### src/cpuPkg.sv
// core-wide types and constants
package cpuPkg;

	typedef logic [31:0] word_t;
	typedef logic [4:0] regIdx_t;

	typedef enum logic [2:0] {
		ALU_ADD,
		ALU_SUB,
		ALU_AND,
		ALU_OR,
		ALU_XOR,
		ALU_SLT,
		ALU_PASSB
	} aluOp_t;

	typedef enum logic [2:0] {
		BR_NONE,
		BR_EQ,
		BR_NE,
		BR_LT,
		BR_JAL,
		BR_JALR
	} brOp_t;

	// one instruction word, viewed through each base format
	typedef union packed {
		struct packed {
			logic [6:0] funct7;
			regIdx_t rs2;
			regIdx_t rs1;
			logic [2:0] funct3;
			regIdx_t rd;
			logic [6:0] opcode;
		} r;
		struct packed {
			logic [11:0] imm;
			regIdx_t rs1;
			logic [2:0] funct3;
			regIdx_t rd;
			logic [6:0] opcode;
		} i;
		struct packed {
			logic [6:0] immHi;
			regIdx_t rs2;
			regIdx_t rs1;
			logic [2:0] funct3;
			logic [4:0] immLo;
			logic [6:0] opcode;
		} s;
		struct packed {
			logic imm12;
			logic [5:0] imm10to5;
			regIdx_t rs2;
			regIdx_t rs1;
			logic [2:0] funct3;
			logic [3:0] imm4to1;
			logic imm11;
			logic [6:0] opcode;
		} b;
		struct packed {
			logic [19:0] imm;
			regIdx_t rd;
			logic [6:0] opcode;
		} u;
		struct packed {
			logic imm20;
			logic [9:0] imm10to1;
			logic imm11;
			logic [7:0] imm19to12;
			regIdx_t rd;
			logic [6:0] opcode;
		} j;
	} instr_t;

	// major opcodes
	localparam logic [6:0] OPC_OP = 7'b0110011;
	localparam logic [6:0] OPC_OPIMM = 7'b0010011;
	localparam logic [6:0] OPC_LUI = 7'b0110111;
	localparam logic [6:0] OPC_LOAD = 7'b0000011;
	localparam logic [6:0] OPC_STORE = 7'b0100011;
	localparam logic [6:0] OPC_BRANCH = 7'b1100011;
	localparam logic [6:0] OPC_JAL = 7'b1101111;
	localparam logic [6:0] OPC_JALR = 7'b1100111;
	localparam logic [6:0] OPC_SYSTEM = 7'b1110011;

	// operand source in EX
	localparam logic [1:0] FWD_RF = 2'd0;
	localparam logic [1:0] FWD_MEM = 2'd1;
	localparam logic [1:0] FWD_WB = 2'd2;

	localparam word_t PC_RESET = 32'h0000_0000;
	localparam word_t LED_ADDR = 32'h0000_0100;

endpackage


### src/regFile.sv
// integer register file
module regFile import cpuPkg::*; (
	input logic clk,
	input logic rstN,
	input regIdx_t raddr1,
	input regIdx_t raddr2,
	input regIdx_t waddr,
	input word_t wdata,
	input logic wen,
	output word_t rdata1,
	output word_t rdata2
);
	word_t regs [32];

	// same-cycle write shows up on the read side
	function automatic word_t readPort(regIdx_t idx);
		if (idx == '0) return '0;
		if (wen && idx == waddr) return wdata;
		return regs[idx];
	endfunction

	always_ff @(posedge clk) begin
		if (!rstN) begin
			for (int k = 0; k < 32; k++) begin
				regs[k] <= '0;
			end
		end else if (wen && waddr != '0) begin
			regs[waddr] <= wdata;
		end
	end

	always_comb begin
		rdata1 = readPort(raddr1);
		rdata2 = readPort(raddr2);
	end

endmodule
### config.mk
export PLATFORM = sky130hd
export DESIGN_NAME = regFile
export DESIGN_NICKNAME = d
export VERILOG_FILES = /design/src/cpuPkg.sv /design/src/regFile.sv
export SDC_FILE = /design/constraint.sdc
export NUM_CORES = 2
export LEC_CHECK = 0
export BUFFER_PORTS_ARGS = -buffer_cell sky130_fd_sc_hd__buf_4
export CAP_MARGIN = 25
export CORE_UTILIZATION = 45
export DETAILED_ROUTE_END_ITERATION = 10
export GPL_TIMING_DRIVEN = 0
export PLACE_DENSITY = 0.63
export SETUP_SLACK_MARGIN = 0.05
export SLEW_MARGIN = 30
export SYNTH_ARGS = -nofsm -noshare
export SYNTH_HDL_FRONTEND = slang
export SYNTH_SLANG_ARGS = --single-unit
### constraint.sdc
create_clock -name clk -period 3.72 [get_ports clk]
set_input_delay 0.186 -clock clk [delete_from_list [all_inputs] [get_ports clk]]
set_output_delay 0.186 -clock clk [all_outputs]
set_load 0.01 [all_outputs]
==> flow_metrics.py <==
metrics = {
    "final_layout": {
        "areaGrowthSynthToFinish_pct": 16.5,
        "layout.nets": 4214,
        "regMostFlops": "regs",
        "drive_above_1_share": 0.220,
        "biggestRegsByFlops": "regs: 1024 flops",
        "final_area_mm2": 0.0642,
        "largest_register_ffs": 1024,
    },
    "global_route": {
        "grt_pass1_vias": 37900,
        "antenna_found_initial": 10,
        "grt.overflow.total": 0,
        "grt_max_degree": 33,
        "grt_pass1_wl_um": 322000,
        "grt_use_total": 0.394,
    },
    "drt": {
        "vias_per_cell": 6.89,
        "ant_nets": 0,
        "drc_errors": 0,
        "dr.pass1.iters": 8,
        "met2_length_um": 100000,
        "wl_um": 244000,
        "routedWlPerCell_um": 41.6,
        "drtIter0Drc": 7601,
        "wl_met3_um": 36800,
        "wl_met1_um": 86600,
        "vias": 40500,
        "highest_layer": "met5",
    },
    "power": {
        "swShare": 0.276,
        "leakage_uw": 0.0227,
        "clkPwrFrac": 0.385,
        "power_frac_comb": 0.152,
        "ir_drop_mv": 0.392,
        "cellInternalPower_uw": 21400,
        "power_frac_seq": 0.463,
        "p_per_area_mw_per_mm2": 460,
        "power.switching_uw": 8130,
    },
    "clocking": {
        "cts_max_level": 3,
        "postCtsSetupRepairBufs": 0,
        "clock_sinks": 1024,
        "tritoncts": "built",
        "clock_path_buffers": 3,
        "cts-root-buf": "clkbuf_16",
        "clk_pin_slew_worst_paths_ns": 0.07,
        "cts_made_buffers": 110,
    },
    "timing": {
        "fin_crit_ns": 3.78,
        "max_freq_mhz": 265,
        "setup_viol": 6,
        "finalHoldViolations": 0,
        "fin_crit_sh": 1.02,
        "fin_ws_ns": -0.0570,
        "slew_violations": 0,
        "hold_slack_ns": 0.0718,
        "relSlewSlack": 0.253,
        "rsz0062_at_grt": "no",
        "tightest_slew_ns": 1.12,
    },
    "hold_path": {
        "hold_path_class": "in -> reg",
        "holdPathStages": 2,
        "min_to": "regs[18][6]",
        "holdCritStartpoint": "rstN",
    },
    "placed_design": {
        "dp_hpwl_um": 176000,
        "place_area_mm2": 0.0602,
        "gp_congestion": 1.14,
        "port_buffers": 104,
        "place_ws_ns": 0.00244,
    },
    "synth": {
        "yosys-top-cells-area": "edfxtp_1, mux4_2, and2_1, mux2i_1, clkbuf_1",
        "syn_area_mm2": 0.0551,
        "synth-seq-cells": 1024,
        "yosys_warnings": 0,
        "synth_edf_count": 1024,
        "ys.flop_type": "edfxtp_1",
        "yosys-top-cells-count": "edfxtp_1, and2_1, mux4_2",
        "async_reset_ff_frac": 0,
        "synth_most_common_cell": "edfxtp_1",
        "ys_seq_area_frac": 0.558,
        "yosysTopAreaCell": "edfxtp_1",
        "syn_inst": 3813,
        "synth_cell_types": 54,
        "synth_area_per_cell_um2": 14.4,
        "netlist.area_leader.share": 0.558,
    },
    "floorplan": {
        "ioPinCount": 114,
        "core_region_area_mm2": 0.121,
        "die_height_um": 352,
        "start_util": 0.457,
        "die_width_um": 352,
        "rows": 127,
        "die_area_mm2": 0.124,
    },
    "setup_path": {
        "crit_path_end_kind": "primary output",
        "path_class": "in -> out",
        "critPathLaunchType": "input port",
        "arrival_ns": 3.59,
        "cp_max_fo": 10,
        "worstPathRequired_ns": 3.53,
    },
    "run_status": {
        "status": "complete, but fails checks",
        "violations": "setup timing",
    },
    "flow_run": {
        "cap_violations": 0,
    },
}
## metrics by stage
| step | util | setup TNS [ns] | instances | power (µW) |
|---|---|---|---|---|
| final | 0.532 | -0.128 | 5880 | 29500 |
| after global routing | 0.532 | 0 | 5872 | 29800 |
| after CTS | 0.532 | 0 | 5869 | 29100 |
| after detailed placement | 0.499 | 0 | 5630 | 18100 |
| after global placement | 0.481 | -3369.25 | 5560 | 17900 |
| after floorplan | - | -3.82 | 3844 | 15900 |
## power groups by stage
stage / registers, µW / logic (µW) / clock network [µW]
floorplan: 13800 / 2130 / 0
global placement: 13900 / 3940 / 0
detailed placement: 13900 / 4240 / 0
CTS: 13600 / 4280 / 11200
global route: 13700 / 4470 / 11600
finish: 13700 / 4500 / 11300
## per-layer routing
metal  GRT usage  up-vias
li1            -    15400
met3       0.147      811
met2       0.549     3739
met5           0        -
met4       0.274        6
met1       0.507    20600
## worst max path at each step
stage | to | startpoint | slack, ns | depth (start not counted)
3_3_place_gp | regs[30][24] | waddr[1] | -3.89 | 4
3_5_place_dp | regs[6][31] | waddr[1] | 0.002 | 6
6_report | rdata1[2] | raddr1[1] | -0.06 | 10
4_1_cts | rdata2[14] | raddr2[2] | 0.08 | 9
5_1_grt | rdata1[24] | raddr1[1] | 0.09 | 9
2_1_floorplan | regs[4][0] | waddr[3] | -0.03 | 4
## kinds of logic (layout without fill, tap and decap cells)
| logic type | Yosys count | count (layout) | share of synthesized area |
|---|---|---|---|
| AOI/OAI and AO/OA | 485 | 485 | 0.0638 |
| muxes | 712 | 712 | 0.214 |
| xor gates and xnor gates | 10 | 10 | 0.00159 |
| other | 1 | 41 | 0.0000681 |
| buffers and inverters | 417 | 832 | 0.0355 |
| DFF | 1024 | 1024 | 0.558 |
| and+or+nand+nor | 1164 | 1164 | 0.127 |
## repair_timing
item                                    4_1_cts  5_1_grt
endpoints found under the setup margin        0        7
hold buffers                                 32        0
endpoints found under the hold margin        32        0
resized for setup                             0        6
## final cells by class
type                    count  area [µm²]
fillers                  9986       56400
flip-flops and latches   1024       30700
multi-input cells        2403       22800
repair buffers            208        2920
clock buffers             135        2870
well taps                1612        2020
plain buffers             413        2010
clock inverters            72         723
diodes                      9        22.5
inverters                   4        17.5
## worst max-delay path, stage by stage
cell and delay, ns:
buf_2 0.27, buf_4 0.28, buf_2 0.41, buf_2 0.81
mux4_2 0.35, nand2_1 0.06, a21oi_1 0.55, a31oi_1 0.17
a31oi_1 0.28, buf_4 0.16
## layout by cell type, fill, tap and decap left out, drive strengths merged, types with 10 or more instances in the layout
cell type    count
and2           995
bufinv          13
nor2            44
a221o           11
a2111oi         13
conb            32
o211ai          14
buf            295
o221ai          38
clkinv          53
a221oi          19
o21ai           93
dlygate4sd3     32
edfxtp        1024
nand2           85
mux4           371
a22oi          104
mux2i          328
clkbuf         429
o221a           19
a22o            13
a32o            32
o22ai           35
a21oi           55
xnor2           10
mux2            13
a211oi          33
Note: power is estimated with default switching activity, not from simulation.
