<file path="config.mk">
export PLATFORM = sky130hd
export DESIGN_NAME = alu
export DESIGN_NICKNAME = d
export VERILOG_FILES = /design/src/cpuPkg.sv /design/src/alu.sv
export SDC_FILE = /design/constraint.sdc
export NUM_CORES = 1
export LEC_CHECK = 0
export BUFFER_PORTS_ARGS = -buffer_cell sky130_fd_sc_hd__buf_2
export CORE_MARGIN = 10
export CORE_UTILIZATION = 65
export DETAILED_ROUTE_END_ITERATION = 6
export GPL_TIMING_DRIVEN = 0
export PLACE_DENSITY = 0.9
export SLEW_MARGIN = 20
export SYNTH_ARGS = -nofsm -noshare
export SYNTH_HDL_FRONTEND = slang
export SYNTH_SLANG_ARGS = --single-unit
export TNS_END_PERCENT = 50
</file>
<file path="constraint.sdc">
create_clock -name vclk -period 3.6
set_clock_uncertainty 0.1 [all_clocks]
set_input_delay 0.18 -clock vclk [all_inputs]
set_output_delay 0.18 -clock vclk [all_outputs]
set_load 0.01 [all_outputs]
</file>
<file path="src/cpuPkg.sv">
// core-wide types and constants
package cpuPkg;

	typedef logic [31:0] word_t;
	typedef logic [4:0] regIdx_t;

	typedef enum logic [2:0] {
		ALU_ADD,
		ALU_SUB,
		ALU_AND,
		ALU_OR,
		ALU_XOR,
		ALU_SLT,
		ALU_PASSB
	} aluOp_t;

	typedef enum logic [2:0] {
		BR_NONE,
		BR_EQ,
		BR_NE,
		BR_LT,
		BR_JAL,
		BR_JALR
	} brOp_t;

	// one instruction word, viewed through each base format
	typedef union packed {
		struct packed {
			logic [6:0] funct7;
			regIdx_t rs2;
			regIdx_t rs1;
			logic [2:0] funct3;
			regIdx_t rd;
			logic [6:0] opcode;
		} r;
		struct packed {
			logic [11:0] imm;
			regIdx_t rs1;
			logic [2:0] funct3;
			regIdx_t rd;
			logic [6:0] opcode;
		} i;
		struct packed {
			logic [6:0] immHi;
			regIdx_t rs2;
			regIdx_t rs1;
			logic [2:0] funct3;
			logic [4:0] immLo;
			logic [6:0] opcode;
		} s;
		struct packed {
			logic imm12;
			logic [5:0] imm10to5;
			regIdx_t rs2;
			regIdx_t rs1;
			logic [2:0] funct3;
			logic [3:0] imm4to1;
			logic imm11;
			logic [6:0] opcode;
		} b;
		struct packed {
			logic [19:0] imm;
			regIdx_t rd;
			logic [6:0] opcode;
		} u;
		struct packed {
			logic imm20;
			logic [9:0] imm10to1;
			logic imm11;
			logic [7:0] imm19to12;
			regIdx_t rd;
			logic [6:0] opcode;
		} j;
	} instr_t;

	// major opcodes
	localparam logic [6:0] OPC_OP = 7'b0110011;
	localparam logic [6:0] OPC_OPIMM = 7'b0010011;
	localparam logic [6:0] OPC_LUI = 7'b0110111;
	localparam logic [6:0] OPC_LOAD = 7'b0000011;
	localparam logic [6:0] OPC_STORE = 7'b0100011;
	localparam logic [6:0] OPC_BRANCH = 7'b1100011;
	localparam logic [6:0] OPC_JAL = 7'b1101111;
	localparam logic [6:0] OPC_JALR = 7'b1100111;
	localparam logic [6:0] OPC_SYSTEM = 7'b1110011;

	// operand source in EX
	localparam logic [1:0] FWD_RF = 2'd0;
	localparam logic [1:0] FWD_MEM = 2'd1;
	localparam logic [1:0] FWD_WB = 2'd2;

	localparam word_t PC_RESET = 32'h0000_0000;
	localparam word_t LED_ADDR = 32'h0000_0100;

endpackage


</file>
<file path="src/alu.sv">
// execute-stage ALU
module alu import cpuPkg::*; (
	input word_t a,
	input word_t b,
	input aluOp_t op,
	output word_t result,
	output logic lessThan,
	output logic equal
);
	// compare flags feed branch resolution too
	assign lessThan = $signed(a) < $signed(b);
	assign equal = (a == b);

	always_comb begin
		case (op)
			ALU_ADD: result = a + b;
			ALU_SUB: result = a - b;
			ALU_AND: result = a & b;
			ALU_OR: result = a | b;
			ALU_XOR: result = a ^ b;
			ALU_SLT: result = {31'b0, lessThan};
			// lui
			ALU_PASSB: result = b;
			default: result = '0;
		endcase
	end

endmodule

</file>
==> results of run 1 <==
==> through the flow <==
stage | area (sq um) | std cells
floorplan | 6250 | 887
global placement | 6910 | 1116
detailed placement | 6910 | 1116
CTS | 6910 | 1116
global route | 6930 | 1116
finish | 6930 | 1116
==> power by group <==
part	internal, mW	switching, mW
clock	0	0
combinational	0.458	0.762
sequential	0	0
total	0.458	0.762
==> path summary, 6_finish.rpt <==
path | depth (start not counted) | to | start
min | 5 | lessThan | a[31]
max | 13 | result[30] | b[9]
==> placed cells by master, fill, tap and decap left out, drive strengths merged, types with 16 or more instances in the layout <==
cell | netlist | layout
nor3 | 22 | 22
mux2i | 31 | 31
o221ai | 17 | 17
o22ai | 23 | 23
o21ai | 46 | 46
nand2 | 60 | 60
inv | 103 | 103
nand3 | 16 | 16
nor2 | 72 | 72
a21oi | 78 | 78
a21o | 25 | 25
buf | 19 | 119
ha | 106 | 106
clkbuf | 38 | 38
==> layer usage <==
layer  vias to the layer above  global-route usage (%)  share of wire (%)
met5                         -                       0                  0
met3                       179                    7.53                 15
met2                       783                    55.9                 43
li1                       3487                       -                  -
met1                      3611                    42.4                 36
met4                         0                    18.3                6.0
==> final cells by class <==
| cell class | instances | share of cell area [%] |
|---|---|---|
| timing repair buffer | 100 | 7.22 |
| tap | 129 | 2.33 |
| multi-input combinational | 727 | 78.3 |
| inverter | 103 | 5.58 |
| buffer | 57 | 6.59 |
==> kinds of logic (layout without fill, tap and decap cells) <==
| family | count (synthesis) | count (layout) |
|---|---|---|
| xor gates and xnor gates | 5 | 5 |
| buffers and inverters | 160 | 260 |
| and+or+nand+nor | 230 | 230 |
| adders and majority gates | 108 | 108 |
| muxes | 38 | 38 |
| AOI/OAI and AO/OA | 346 | 346 |
==> what timing repair did <==
action | CTS | global route
gates resized for setup | 0 | 3
setup endpoints to repair | 0 | 6
setup buffers | 0 | 0
==> critical path, cell delays in order <==
cell and delay, ns:
buf_2 0.11, inv_1 0.06, ha_1 0.27, clkbuf_8 0.16, a21oi_1 0.32, o211ai_1 0.19, a221oi_1 0.51, a31o_2 0.29
o21ai_2 0.12, a41oi_1 0.44, a211oi_1 0.14, a211o_1 0.28, buf_2 0.16
==> metrics.md, run 1 <==
| Metric | Value |
|---|---|
| Final Wtd Congestion | `1.07` |
| Vias in the first global route | `7776` |
| Worst EP required | `3.32 ns` |
| Area grow syn2layout | `10.9%` |
| Worst hold path class | `in -> out` |
| P per Cell Area | `176 mW/mm^2` |
| Max-cap violations | `0` |
| Initial antenna violation count | `0` |
| Final core occ | `74.6%` |
| XOR/XNOR Fraction of Synth Area | `0.701%` |
| Cts hold-fix bufs | `0` |
| FILL cells | `725` |
| Endpoints failing setup | `0` |
| Most common cell in the netlist | `ha_1` |
| Multiplexer share of the synthesized area | `6.23%` |
| Worst setup SP type | `input pin` |
| Row Count | `35` |
| Period utilization | `97.7%` |
| Final HPWL from detailed placement | `20700 um` |
| Synth Instances | `887` |
| Clkbuf count | `0` |
| Fmax | `0.284 GHz` |
| Total power draw | `1.22 mW` |
| Setup TNS | `0 ns` |
| Area leader, netlist | `ha_1` |
| Worst slack, placed | `0.222 ns` |
| Hold WS | `0.776 ns` |
| Overflow left after global routing | `0` |
| Largest family of logic cells by synthesized area | `compound AO/OA/AOI/OAI gates` |
| Fraction of layout cells with a size suffix above 1 | `18.6%` |
| Post-Syn Area | `0.00625 sq mm` |
| Initial DRC count | `1204` |
| Syn_nets | `1062` |
| Sequential cell count | `0` |
| Max Slew Vio Count | `0` |
| Worst slew pin tran | `1.26 ns` |
| Top post-synthesis cells by count | `106 x ha_1, 102 x inv_1, 76 x a21oi_1` |
| Maximum VDD drop | `0.124 mV` |
| Initial Util | `67.3%` |
| DRT Pass-1 Iters | `6` |
| Yosys warnings | `0` |
| Share of the synthesized area in the top cell type | `21.2%` |
| Cell variety after synth | `91` |
| RSZ-0062 raised after global routing | `no` |
| Vias per cell | `7.22` |
| CP Capture Type | `primary output` |
| First-pass GRT wire length | `41200 um` |
| Core area | `0.00928 sq mm` |
| Multi-input gate area | `0.00542 sq mm` |
| Worst Slack Setup Final | `0.0823 ns` |
| Synth Area in Simple Gates | `17.5%` |
| Minimum clock period | `3.52 ns` |
| I/O pin total | `101` |
| Vias | `8060` |
| Residual DRC count | `0` |
| Worst EP arrival | `3.24 ns` |
| Syn Area/Cell | `7.04 sq um` |
| Final nets | `1164` |
| Final wirelength | `26400 um` |
| Relative max-transition margin | `15.7%` |
| Critical path class | `in -> out` |
| Die X | `118 um` |
| Synth Area in Compound Gates | `40.2%` |
| Sequential-to-total area share from yosys stat | `0%` |
| Register Area | `0 sq um` |
| GRT Util Overall | `34.8%` |
| PortBufs | `100` |
| Die area | `0.0139 sq mm` |
| ANT nets after route | `0` |
| Largest net degree at the start of global routing | `11` |
| Ant. Diodes | `0` |
| Avg WL per Cell | `23.7 um` |
| Chip Height | `118 um` |
| Worst-path maximum fanout | `9` |
| Ranking of synthesized cells by area | `ha_1 21%, inv_1 6.1%, a21oi_1 6.1%` |
| Final Hold Vio Count | `0` |
| Leakage | `3.40 nW` |
| Outcome | `completed` |
| Adder-cell share of the synthesized area | `21.9%` |
Power figures use the tool's default switching activity.
==> run 2, diff against run 1 <==
Settings changed: CAP_MARGIN set to 0, CELL_PAD_IN_SITES_DETAIL_PLACEMENT set to 1, CELL_PAD_IN_SITES_GLOBAL_PLACEMENT set to 1, CORE_UTILIZATION 65 to 47, PLACE_DENSITY 0.9 to not set, PLACE_DENSITY_LB_ADDON set to 0.1.
==> run 2 against run 1 <==
  * Via count is 4.5% lower
  * Global-route usage is 6.2 points lower
  * Hold slack improved by 0.0050 ns
  * Maximum frequency about the same
  * Power is essentially flat
  * Die area increased by 31%
  * Count of clock-buffer cells in the layout unchanged
  * Wire length grew 5.5%
  * Utilization fell by 21 points
  * Sequential share of layout area stayed put
  * Critical endpoint is now result[25]
==> metrics.md, run 2 (synthesized netlist as in run 1, its figures left out) <==
| Metric | Value |
|---|---|
| Crit. Startpoint | `b[3]` |
| Worst setup SP type | `input pin` |
| GRT Util Overall | `28.6%` |
| Worst-path maximum fanout | `8` |
| Critical-path cell with the highest stage delay | `o311ai_2` |
| Initial antenna violation count | `0` |
| Outcome | `completed` |
| Period utilization | `97.7%` |
| Worst EP arrival | `3.24 ns` |
| CP Cell Sequence | `buf_2, inv_1, ha_1, buf_2, o211a_1, a211oi_2, o311ai_2, o2111a_1, o221ai_2, o21a_1, o311ai_0, buf_2` |
| ANT nets after route | `0` |
| Relative max-transition margin | `32.7%` |
| Vias per cell | `6.62` |
| Vias in the first global route | `7715` |
| Final core occ | `53.3%` |
| Residual DRC count | `0` |
| Clkbuf count | `0` |
| Leakage | `3.40 nW` |
| Commonest non-fill, non-tap cell in the layout | `ha_1` |
| Fraction of layout cells with a size suffix above 1 | `18.8%` |
| Final nets | `1164` |
| Die X | `135 um` |
| FILL cells | `1798` |
| Largest net degree at the start of global routing | `11` |
| Final wirelength | `27900 um` |
| Initial DRC count | `868` |
| Area grow syn2layout | `12.0%` |
| Minimum clock period | `3.52 ns` |
| Worst slew pin tran | `1.01 ns` |
| P per Cell Area | `174 mW/mm^2` |
| Register Area | `0 sq um` |
| Worst EP required | `3.32 ns` |
| Overflow left after global routing | `0` |
| Hold Path Origin | `b[1]` |
| Crit-path max cell delay | `0.51 ns` |
| Sw Ratio | `62.4%` |
| CP Capture Type | `primary output` |
| Row Count | `42` |
| Clock share of power | `0%` |
| RSZ-0062 raised after global routing | `no` |
| Most frequent cells in the layout | `106 x ha_1, 105 x buf_2, 102 x inv_1` |
| Avg WL per Cell | `24.0 um` |
| P_sw | `0.761 mW` |
| Setup Fix Bufs, Post-CTS | `0` |
| Cts repair resizes | `0` |
| Sequential cell count | `0` |
| Most frequent CP cell | `buf_2` |
| Initial Util | `47.6%` |
| PortBufs | `100` |
| Max Slew Vio Count | `0` |
| Worst hold path class | `in -> out` |
| First-pass GRT wire length | `42800 um` |
| Fmax | `0.284 GHz` |
| Maximum VDD drop | `0.0779 mV` |
| Final Hold Vio Count | `0` |
| Core area | `0.0131 sq mm` |
| Critical path class | `in -> out` |
| Ant. Diodes | `0` |
| Setup TNS | `0 ns` |
| Seq pwr share | `0%` |
| Combinational Power Share | `100.0%` |
| Final HPWL from detailed placement | `22300 um` |
| Final Wtd Congestion | `0.991` |
| Max-cap violations | `0` |
| Chip Height | `135 um` |
| Vias | `7699` |
| DRT Pass-1 Iters | `5` |
| Endpoints failing setup | `0` |
| Internal power | `0.459 mW` |
| Cts hold-fix bufs | `0` |
| I/O pin total | `101` |
| Die area | `0.0183 sq mm` |
==> run 2: cell counts in the layout (fill, tap and decap cells not counted) <==
No cell type changed its count.
==> run 2: through the flow <==
step / power (mW) / hold WS [ns] / cell area, sq um / cells / setup slack (ns)
CTS: 1.18 / 0.778 / 6970 / 1163 / 0.0850
detailed placement: 1.18 / 0.776 / 6970 / 1163 / 0.0935
finish: 1.22 / 0.781 / 7000 / 1163 / 0.0843
floorplan: 0.794 / 0.497 / 6250 / 887 / 0.979
global placement: 1.16 / 0.766 / 6970 / 1163 / 0.0743
global route: 1.31 / 0.822 / 7000 / 1163 / 0.0107
==> run 2: cell type report <==
class	instances	area [sq um]	area share, %
well taps	176	220	3.15
repair buffers	100	500	7.15
plain buffers	57	457	6.52
multi-input cells	727	5440	77.7
inverters	103	387	5.52
==> run 2: final timing paths <==
kind	end	slack, ns	cells past startpoint
setup / recovery	result[25]	0.08	12
hold / removal	result[1]	0.78	4
==> run 2: per-layer routing <==
layer / track usage, % / share of wire, % / up-vias
li1: - / - / 3482
met1: 36.5 / 41 / 3691
met2: 47.7 / 46 / 447
met3: 3.56 / 9.0 / 79
met4: 11.3 / 3.8 / 0
met5: 0 / 0 / -
==> run 2: power groups by stage <==
stage	sequential [mW]	combinational [mW]	clock (mW)
after floorplan	0	0.794	0
after global placement	0	1.16	0
after detailed placement	0	1.18	0
after CTS	0	1.18	0
after global routing	0	1.31	0
final	0	1.22	0
==> run 2: worst max-delay path: cells and delay by family <==
kind | cells | cell delay (ns)
buffers and inverters | 4 | 0.60
AOI/OAI and AO/OA | 7 | 2.19
adders and majority gates | 1 | 0.26
