File: config.mk
export PLATFORM = sky130hd
export DESIGN_NAME = forwardUnit
export DESIGN_NICKNAME = d
export VERILOG_FILES = /design/src/cpuPkg.sv /design/src/forwardUnit.sv
export SDC_FILE = /design/constraint.sdc
export NUM_CORES = 1
export LEC_CHECK = 0
export BUFFER_PORTS_ARGS = -buffer_cell sky130_fd_sc_hd__buf_4
export CAP_MARGIN = 10
export CORE_AREA = 2 2 39 41
export DETAILED_ROUTE_END_ITERATION = 6
export DIE_AREA = 0 0 41 43
export PLACE_DENSITY_LB_ADDON = 0.25
export SETUP_SLACK_MARGIN = 0.05
export SLEW_MARGIN = 20
export SYNTH_ARGS = -nofsm -noshare
export SYNTH_HDL_FRONTEND = slang
export SYNTH_SLANG_ARGS = --single-unit
File: constraint.sdc
create_clock -name vclk -period 1.3
set_clock_uncertainty 0.2 [all_clocks]
set_input_delay 0 -clock vclk [all_inputs]
set_output_delay 0 -clock vclk [all_outputs]
set_load 0.01 [all_outputs]
File: src/cpuPkg.sv
// core-wide types and constants
package cpuPkg;

	typedef logic [31:0] word_t;
	typedef logic [4:0] regIdx_t;

	typedef enum logic [2:0] {
		ALU_ADD,
		ALU_SUB,
		ALU_AND,
		ALU_OR,
		ALU_XOR,
		ALU_SLT,
		ALU_PASSB
	} aluOp_t;

	typedef enum logic [2:0] {
		BR_NONE,
		BR_EQ,
		BR_NE,
		BR_LT,
		BR_JAL,
		BR_JALR
	} brOp_t;

	// one instruction word, viewed through each base format
	typedef union packed {
		struct packed {
			logic [6:0] funct7;
			regIdx_t rs2;
			regIdx_t rs1;
			logic [2:0] funct3;
			regIdx_t rd;
			logic [6:0] opcode;
		} r;
		struct packed {
			logic [11:0] imm;
			regIdx_t rs1;
			logic [2:0] funct3;
			regIdx_t rd;
			logic [6:0] opcode;
		} i;
		struct packed {
			logic [6:0] immHi;
			regIdx_t rs2;
			regIdx_t rs1;
			logic [2:0] funct3;
			logic [4:0] immLo;
			logic [6:0] opcode;
		} s;
		struct packed {
			logic imm12;
			logic [5:0] imm10to5;
			regIdx_t rs2;
			regIdx_t rs1;
			logic [2:0] funct3;
			logic [3:0] imm4to1;
			logic imm11;
			logic [6:0] opcode;
		} b;
		struct packed {
			logic [19:0] imm;
			regIdx_t rd;
			logic [6:0] opcode;
		} u;
		struct packed {
			logic imm20;
			logic [9:0] imm10to1;
			logic imm11;
			logic [7:0] imm19to12;
			regIdx_t rd;
			logic [6:0] opcode;
		} j;
	} instr_t;

	// major opcodes
	localparam logic [6:0] OPC_OP = 7'b0110011;
	localparam logic [6:0] OPC_OPIMM = 7'b0010011;
	localparam logic [6:0] OPC_LUI = 7'b0110111;
	localparam logic [6:0] OPC_LOAD = 7'b0000011;
	localparam logic [6:0] OPC_STORE = 7'b0100011;
	localparam logic [6:0] OPC_BRANCH = 7'b1100011;
	localparam logic [6:0] OPC_JAL = 7'b1101111;
	localparam logic [6:0] OPC_JALR = 7'b1100111;
	localparam logic [6:0] OPC_SYSTEM = 7'b1110011;

	// operand source in EX
	localparam logic [1:0] FWD_RF = 2'd0;
	localparam logic [1:0] FWD_MEM = 2'd1;
	localparam logic [1:0] FWD_WB = 2'd2;

	localparam word_t PC_RESET = 32'h0000_0000;
	localparam word_t LED_ADDR = 32'h0000_0100;

endpackage


File: src/forwardUnit.sv
// operand forwarding and load-use detection
module forwardUnit import cpuPkg::*; (
	input regIdx_t rs1,
	input regIdx_t rs2,
	input regIdx_t rdEx,
	input regIdx_t rdMem,
	input regIdx_t rdWb,
	input logic wenEx,
	input logic wenMem,
	input logic wenWb,
	input logic loadEx,
	output logic [1:0] sel1,
	output logic [1:0] sel2,
	output logic stall
);
	// chosen in decode, used one cycle later in EX
	// EX producer will sit in MEM then, MEM producer in WB
	function automatic logic [1:0] pickSel(regIdx_t rs);
		if (rs == '0) return FWD_RF;
		if (wenEx && rdEx == rs) return FWD_MEM;
		if (wenMem && rdMem == rs) return FWD_WB;
		// WB producer lands via the write-through read
		if (wenWb && rdWb == rs) return FWD_RF;
		return FWD_RF;
	endfunction

	assign sel1 = pickSel(rs1);
	assign sel2 = pickSel(rs2);

	// load data only exists in MEM, so one bubble is needed
	assign stall = loadEx && wenEx && (rdEx == rs1 || rdEx == rs2);

	// a write enable never comes with x0 as destination
	always_comb begin
		assert (!(stall && rdEx == '0));
	end

endmodule

==> results.cfg, run 1 <==
[yosys]
synth.distinct_cells = 16
yosysSeqAreaShare = 0
synth_nets = 67
yosys_warnings = 0
synthCells = 38
yosys.area.top_type_share = 0.3319
synth_top_family_by_area = XOR/XNOR gates
synth_area_um2 = 290.3
synthAdderAreaFrac = 0
synth_mux_area_frac = 0
synth-simple-area-share = 0.3319
synth.avg_cell_area_um2 = 7.639
yosys.area_share.xor_xnor = 0.5733
synth_compound_area_frac = 0.08190
synth.area.top_cells = xor2_1 (33%), xnor2_1 (24%), nor4_1 (6.5%), nor3_1 (5.2%), and3_1 (4.3%)
synth_top_area_cell = xor2_1

[min_path]
hold_class = primary input to output port
hold_depth = 3

[global_route]
grt-ovfl-total = 0
grt_pass1_wl_mm = 1.469
antenna_found_initial = 0
grt_max_degree = 5
grt_use_total = 0.1119
grt_pass1_vias = 345

[floorplan]
die_x_um = 41
fp-row-count = 14
coreArea_um2 = 1384
io_pins = 34
design.die.area_um2 = 1763
die_y_um = 43
start_util = 0.2098

[critical_path]
path_cells = buf_6 > xor2_1 > nor4_2 > and3_1 > a21boi_2 > buf_4
critPathMaxStageDelay_ns = 0.26
crit_slowest_cell = nor4_2
worstSetupPathType = primary input to output port
endpoint_kind = output port
cp_max_fo = 3
arrival_ns = 1.04
cp_data_required_time_ns = 1.10
start_kind = primary input

[drt]
viasPerCell = 4.314
routed_wl_um = 959
wire_per_inst_um = 11.15
vias = 371
drtIter0Drc = 3
first_pass_iters = 2
ant_nets = 0
drc = 0

[run_status]
outcome = complete, no violations

[pwr]
share_comb_of_total_power = 1.000
p_int_mw = 0.1087
power_density_nw_per_um2 = 280.3
leakage_nw = 0.2805
power_mw = 0.1746
p_clk_frac = 0
p_seq_frac = 0
ir_drop_uv = 94.83
p_sw_frac = 0.3778
p_switching_mw = 0.06598

[place]
port-buffer-count = 28
placed_area_um2 = 528.0
gp_congestion = 0.7030
dp_hpwl_um = 803.8

[sta]
rsz0062_at_grt = yes
tightest_slew_ns = 0.2731
finalSetupViolations = 0
max-slew-margin-rel = 0.8162
min_period_ns = 1.240
finalHoldViolCount = 0
fmax_mhz = 806.2
period_share = 0.9541
slew_viol_final = 0
setup_tns_ns = 0
timing.hold.ws_ns = 0.08495

[clocking]
cts-hold-fix-buffers = 0

[final_layout]
fin_area_um2 = 623.1
antennaDiodeCount = 0
syn2layout_area_growth_pct = 114.7
nClkBuffers = 0
drive_gt1_frac = 0.5429
nets = 101
layout_common_cells = buf_4 (21), xor2_1 (11), xnor2_1 (8), buf_6 (8)
nFlopsAndLatches = 0
final_common_cell = buf_4
seq_area_um2 = 0

[flow_run]
drv_cap = 0
-- power groups by stage --
stage,Combinational [mW],Clock [mW],Sequential [mW]
2_1_floorplan,0.0590,0,0
3_3_place_gp,0.148,0,0
3_5_place_dp,0.149,0,0
4_1_cts,0.156,0,0
5_1_grt,0.191,0,0
6_report,0.175,0,0
-- worst max-delay path: cells and delay by family --
kind	cells	cell delay (ns)
buffers and inverters	2	0.22
AO/OA/AOI/OAI	1	0.16
XOR/XNOR	1	0.15
AND/OR/NAND/NOR	2	0.50
-- cell type report --
| class | instances | area [um^2] |
|---|---|---|
| Inverter | 1 | 3.754 |
| Multi-Input combinational cell | 37 | 306.5 |
| Timing Repair Buffer | 32 | 292.8 |
| Fill cell | 158 | 760.7 |
| Tap cell | 16 | 20.02 |
-- per-stage QoR --
step | worst slack (ns) | utilization | std cells
after global routing | -0.0002994 | 0.4503 | 86
after floorplan | 0.3302 | - | 38
final | 0.05965 | 0.4503 | 86
after detailed placement | 0.01799 | 0.3816 | 83
after global placement | 0.03324 | 0.3816 | 83
after CTS | 0.04311 | 0.4051 | 83
-- worst paths after layout --
check / end / slack, ns / from
setup / recovery: sel1[0] / 0.06 / rs1[0]
hold / removal: stall / 0.08 / loadEx
-- cell families (layout without fill, tap and decap cells) --
| logic type | Yosys count | in the layout |
|---|---|---|
| xor gates and xnor gates | 19 | 19 |
| and+or+nand+nor | 15 | 15 |
| AOI/OAI and AO/OA | 3 | 3 |
| buffers and inverters | 1 | 33 |
-- timing repair --
action | 4_1_cts | 5_1_grt
setup endpoints to repair | 3 | 5
pin swaps | 7 | 9
setup buffers | 0 | 3
endpoints found under the hold margin | 0 | 0
resized for setup | 8 | 10
gates cloned | 0 | 0
-- Yosys cell counts --
library cell and count:
xor2_1 11, xnor2_1 8, nor3_1 3, nor4_1 3
and3_1 2, a21boi_2 1, a21oi_1 1, inv_1 1
nand2_1 1, nand3_1 1, nand4_1 1, nor2_2 1
nor2b_2 1, nor4_2 1, o21a_1 1, or4_1 1
-- routing by layer --
| metal | global-route usage | wire [um] | part of all wire |
|---|---|---|---|
| met1 | 0.1677 | 398 | 0.42 |
| met2 | 0.1813 | 485 | 0.51 |
| met3 | 0.005236 | 75 | 0.078 |
| met4 | 0 | 0 | 0 |
| met5 | 0 | 0 | 0 |
Power figures use the tool's default switching activity.
==> run 2, diff against run 1 <==
--- a/config.mk
+++ b/config.mk
@@ -5,14 +5,14 @@
 export SDC_FILE = /design/constraint.sdc
 export NUM_CORES = 1
 export LEC_CHECK = 0
-export BUFFER_PORTS_ARGS = -buffer_cell sky130_fd_sc_hd__buf_4
 export CAP_MARGIN = 10
 export CORE_AREA = 2 2 39 41
 export DETAILED_ROUTE_END_ITERATION = 6
 export DIE_AREA = 0 0 41 43
+export DONT_BUFFER_PORTS = 1
 export PLACE_DENSITY_LB_ADDON = 0.25
 export SETUP_SLACK_MARGIN = 0.05
-export SLEW_MARGIN = 20
+export SLEW_MARGIN = 10
 export SYNTH_ARGS = -nofsm -noshare
 export SYNTH_HDL_FRONTEND = slang
 export SYNTH_SLANG_ARGS = --single-unit
==> results.cfg, run 2 (synthesis results as in run 1) <==
[run_status]
outcome = finished, violations left
violations = negative hold slack

[global_route]
grt_pass1_wl_mm = 1.138
grt_use_total = 0.08991
grt_max_degree = 5
grt_pass1_vias = 291
antenna_found_initial = 0
grt-ovfl-total = 0

[final_layout]
seq_area_um2 = 0
final_common_cell = xor2_1
drive_gt1_frac = 0.1136
antennaDiodeCount = 0
layout_common_cells = xor2_1 (11), xnor2_1 (8), dlygate4sd3_1 (5), nor4_1 (3), nor3_1 (3)
fin_area_um2 = 367.9
syn2layout_area_growth_pct = 26.72
nFlopsAndLatches = 0
multi_input_area_um2 = 286.5
nClkBuffers = 0
fill_cells = 156
nets = 75

[sta]
timing.hold.ws_ns = -0.02632
min_period_ns = 1.191
tightest_slew_ns = 0.3609
finalSetupViolations = 0
rsz0062_at_grt = no
max-slew-margin-rel = 0.7575
period_share = 0.9161
fmax_mhz = 839.7
finalHoldViolCount = 2
slew_viol_final = 0
setup_tns_ns = 0

[clocking]
post_cts_buffers = 0
cts-hold-fix-buffers = 5
post_cts_resized = 0

[floorplan]
design.die.area_um2 = 1763
die_x_um = 41
fp-row-count = 14
coreArea_um2 = 1384
start_util = 0.2098
die_y_um = 43
io_pins = 34

[pwr]
power_density_nw_per_um2 = 214.4
leakage_nw = 0.1300
ir_drop_uv = 59.17

[drt]
routed_wl_um = 854
ant_nets = 0
drtIter0Drc = 0
first_pass_iters = 1
wire_per_inst_um = 14.23
vias = 284
drc = 0
viasPerCell = 4.733

[critical_path]
worstSetupPathType = primary input to output port
start_kind = primary input
critPathMaxStageDelay_ns = 0.54
path_delay_family = buffers and inverters
cp_data_required_time_ns = 1.10
arrival_ns = 0.99
cp_max_fo = 2
critPathBufInv = 1
crit_slowest_cell = dlygate4sd3_1
path_cells = dlygate4sd3_1 > nand2_1 > nor4_2
endpoint_kind = output port

[min_path]
holdPathEnd = sel2[1]
hold_depth = 3
hold_class = primary input to output port
hp-start = rs2[4]

[flow_run]
drv_cap = 0

[place]
port-buffer-count = 0
placed_area_um2 = 317.8
gp_congestion = 0.6516
dp_hpwl_um = 777.9
-- run 2: worst max path at each step --
stage / startpoint / endpoint / depth (start not counted)
floorplan: rs2[2] / sel2[0] / 4
global placement: rs2[2] / sel2[0] / 4
detailed placement: rdEx[1] / sel1[0] / 4
CTS: wenMem / sel2[1] / 3
global route: wenMem / sel2[1] / 3
finish: wenMem / sel2[1] / 3
-- run 2: power by group --
part	leakage [nW]	total [mW]	switching, mW	internal (mW)
sequential	0	0	0	0
combinational	0.130	0.0789	0.0280	0.0509
clock	0	0	0	0
total	0.130	0.0789	0.0280	0.0509
-- run 2: area by class of cell --
cell class	count	share of cell area
timing repair buffer	6	0.1565
inverter	1	0.01020
tap	16	0.05442
multi-input combinational	37	0.7789
-- run 2: through the flow --
| stage | power, mW | worst slack, ns | utilization | instances | hold WS [ns] |
|---|---|---|---|---|---|
| after floorplan | 0.05904 | 0.3302 | - | 38 | -0.09799 |
| after global placement | 0.06664 | 0.2252 | 0.2297 | 55 | -0.09427 |
| after detailed placement | 0.06700 | 0.2174 | 0.2297 | 55 | -0.09078 |
| after CTS | 0.08002 | 0.09268 | 0.2658 | 60 | -0.02230 |
| after global routing | 0.08692 | 0.06381 | 0.2658 | 60 | -0.007742 |
| final | 0.07887 | 0.1091 | 0.2658 | 60 | -0.02632 |
-- run 2: tightest hold or removal path, cell delays in order --
cell,delay (ns)
xnor2_1,0.04
nand2_1,0.07
nor4_2,0.06
-- run 2: metal layers --
metal,wire (um),vias to the layer above,track usage
met5,0,-,0
met1,330,121,0.1013
met2,389,17,0.1563
met3,135,0,0.04188
met4,0,0,0
li1,-,146,-
==> run 3, diff against run 2 <==
--- a/config.mk
+++ b/config.mk
@@ -10,8 +10,11 @@
 export DETAILED_ROUTE_END_ITERATION = 6
 export DIE_AREA = 0 0 41 43
 export DONT_BUFFER_PORTS = 1
+export MAX_ROUTING_LAYER = met4
 export PLACE_DENSITY_LB_ADDON = 0.25
+export RECOVER_POWER = 50
 export SETUP_SLACK_MARGIN = 0.05
+export SKIP_LAST_GASP = 1
 export SLEW_MARGIN = 10
 export SYNTH_ARGS = -nofsm -noshare
 export SYNTH_HDL_FRONTEND = slang
==> results.cfg, run 3 (synthesis results as in run 1) <==
[run_status]
outcome = finished, violations left
violations = negative hold slack

[sta]
slew_viol_final = 0
setup_tns_ns = 0
period_share = 0.9160
finalSetupViolations = 0
max-slew-margin-rel = 0.7579
rsz0062_at_grt = no
tightest_slew_ns = 0.3604
min_period_ns = 1.191
finalHoldViolCount = 2
fmax_mhz = 839.8
timing.hold.ws_ns = -0.02634

[global_route]
grt_pass1_wl_mm = 1.124
grt_use_total = 0.09110
antenna_found_initial = 0
grt_max_degree = 5
grt-ovfl-total = 0
grt_pass1_vias = 291

[pwr]
ir_drop_uv = 58.82
power_density_nw_per_um2 = 214.7
leakage_nw = 0.1300

[min_path]
hp-start = rs2[4]
hold_class = primary input to output port
holdPathEnd = sel2[1]
hold_depth = 3

[critical_path]
start_kind = primary input
arrival_ns = 0.99
cp_max_fo = 2
endpoint_kind = output port
crit_slowest_cell = dlygate4sd3_1
path_cells = dlygate4sd3_1 > nand2_1 > nor4_2
cp_data_required_time_ns = 1.10
critPathBufInv = 1
worstSetupPathType = primary input to output port
critPathMaxStageDelay_ns = 0.54
path_delay_family = buffers and inverters

[drt]
first_pass_iters = 2
drtIter0Drc = 1
viasPerCell = 4.717
vias = 283
routed_wl_um = 840
ant_nets = 0
wire_per_inst_um = 14.00
drc = 0

[final_layout]
nFlopsAndLatches = 0
nets = 75
antennaDiodeCount = 0
final_util = 0.2640
syn2layout_area_growth_pct = 25.86
drive_gt1_frac = 0.09091
layout_common_cells = xor2_1 (11), xnor2_1 (8), dlygate4sd3_1 (5), nor4_1 (3), nor3_1 (3)
nClkBuffers = 0
final_common_cell = xor2_1
seq_area_um2 = 0

[floorplan]
start_util = 0.2098
coreArea_um2 = 1384
design.die.area_um2 = 1763
die_x_um = 41
die_y_um = 43
io_pins = 34
fp-row-count = 14

[clocking]
cts-hold-fix-buffers = 5
post_cts_resized = 0

[place]
port-buffer-count = 0
gp_congestion = 0.6574
dp_hpwl_um = 777.9

[flow_run]
drv_cap = 0
[run 3: tightest hold or removal path, stage by stage]
cell	delay [ns]
xnor2_1	0.04
nand2_1	0.07
nor4_2	0.06
[run 3: layer usage]
layer,global-route usage,wire length (um),vias to the layer above,part of all wire
met2,0.1563,388,17,0.46
li1,-,-,146,-
met1,0.1044,327,120,0.39
met3,0.03141,124,0,0.15
met4,0,0,0,0
met5,-,0,-,0
[run 3: report_power, final]
| group | leakage [nW] | switching, mW | internal [mW] |
|---|---|---|---|
| clock network | 0 | 0 | 0 |
| registers | 0 | 0 | 0 |
| logic | 0.130 | 0.0277 | 0.0507 |
| total | 0.130 | 0.0277 | 0.0507 |
[run 3: cell type report]
class              instances  area, um^2
repair buffers             6       57.56
inverters                  1       3.754
fillers                  157        1018
multi-input cells         37       284.0
well taps                 16       20.02
[run 3: how the worst max path moves through the flow]
stage	slack, ns	end	depth (start not counted)	startpoint
detailed placement	0.22	sel1[0]	4	rdEx[1]
global route	0.06	sel2[1]	3	wenMem
finish	0.11	sel2[1]	3	wenMem
floorplan	0.33	sel2[0]	4	rs2[2]
global placement	0.23	sel2[0]	4	rs2[2]
CTS	0.09	sel2[1]	3	wenMem
[run 3: through the flow]
step	cell area (um^2)	hold slack (ns)	setup slack (ns)	cells	total power, mW
2_1_floorplan	290.3	-0.09799	0.3302	38	0.05904
3_3_place_gp	317.8	-0.09427	0.2252	55	0.06664
3_5_place_dp	317.8	-0.09078	0.2174	55	0.06700
4_1_cts	367.9	-0.02230	0.09268	60	0.08002
5_1_grt	365.4	-0.007742	0.06381	60	0.08663
6_report	365.4	-0.02634	0.1093	60	0.07844
[run 3: timing repair]
item	in CTS	in global routing
endpoints found under the hold margin	5	1
setup buffers	0	0
endpoints found under the setup margin	0	0
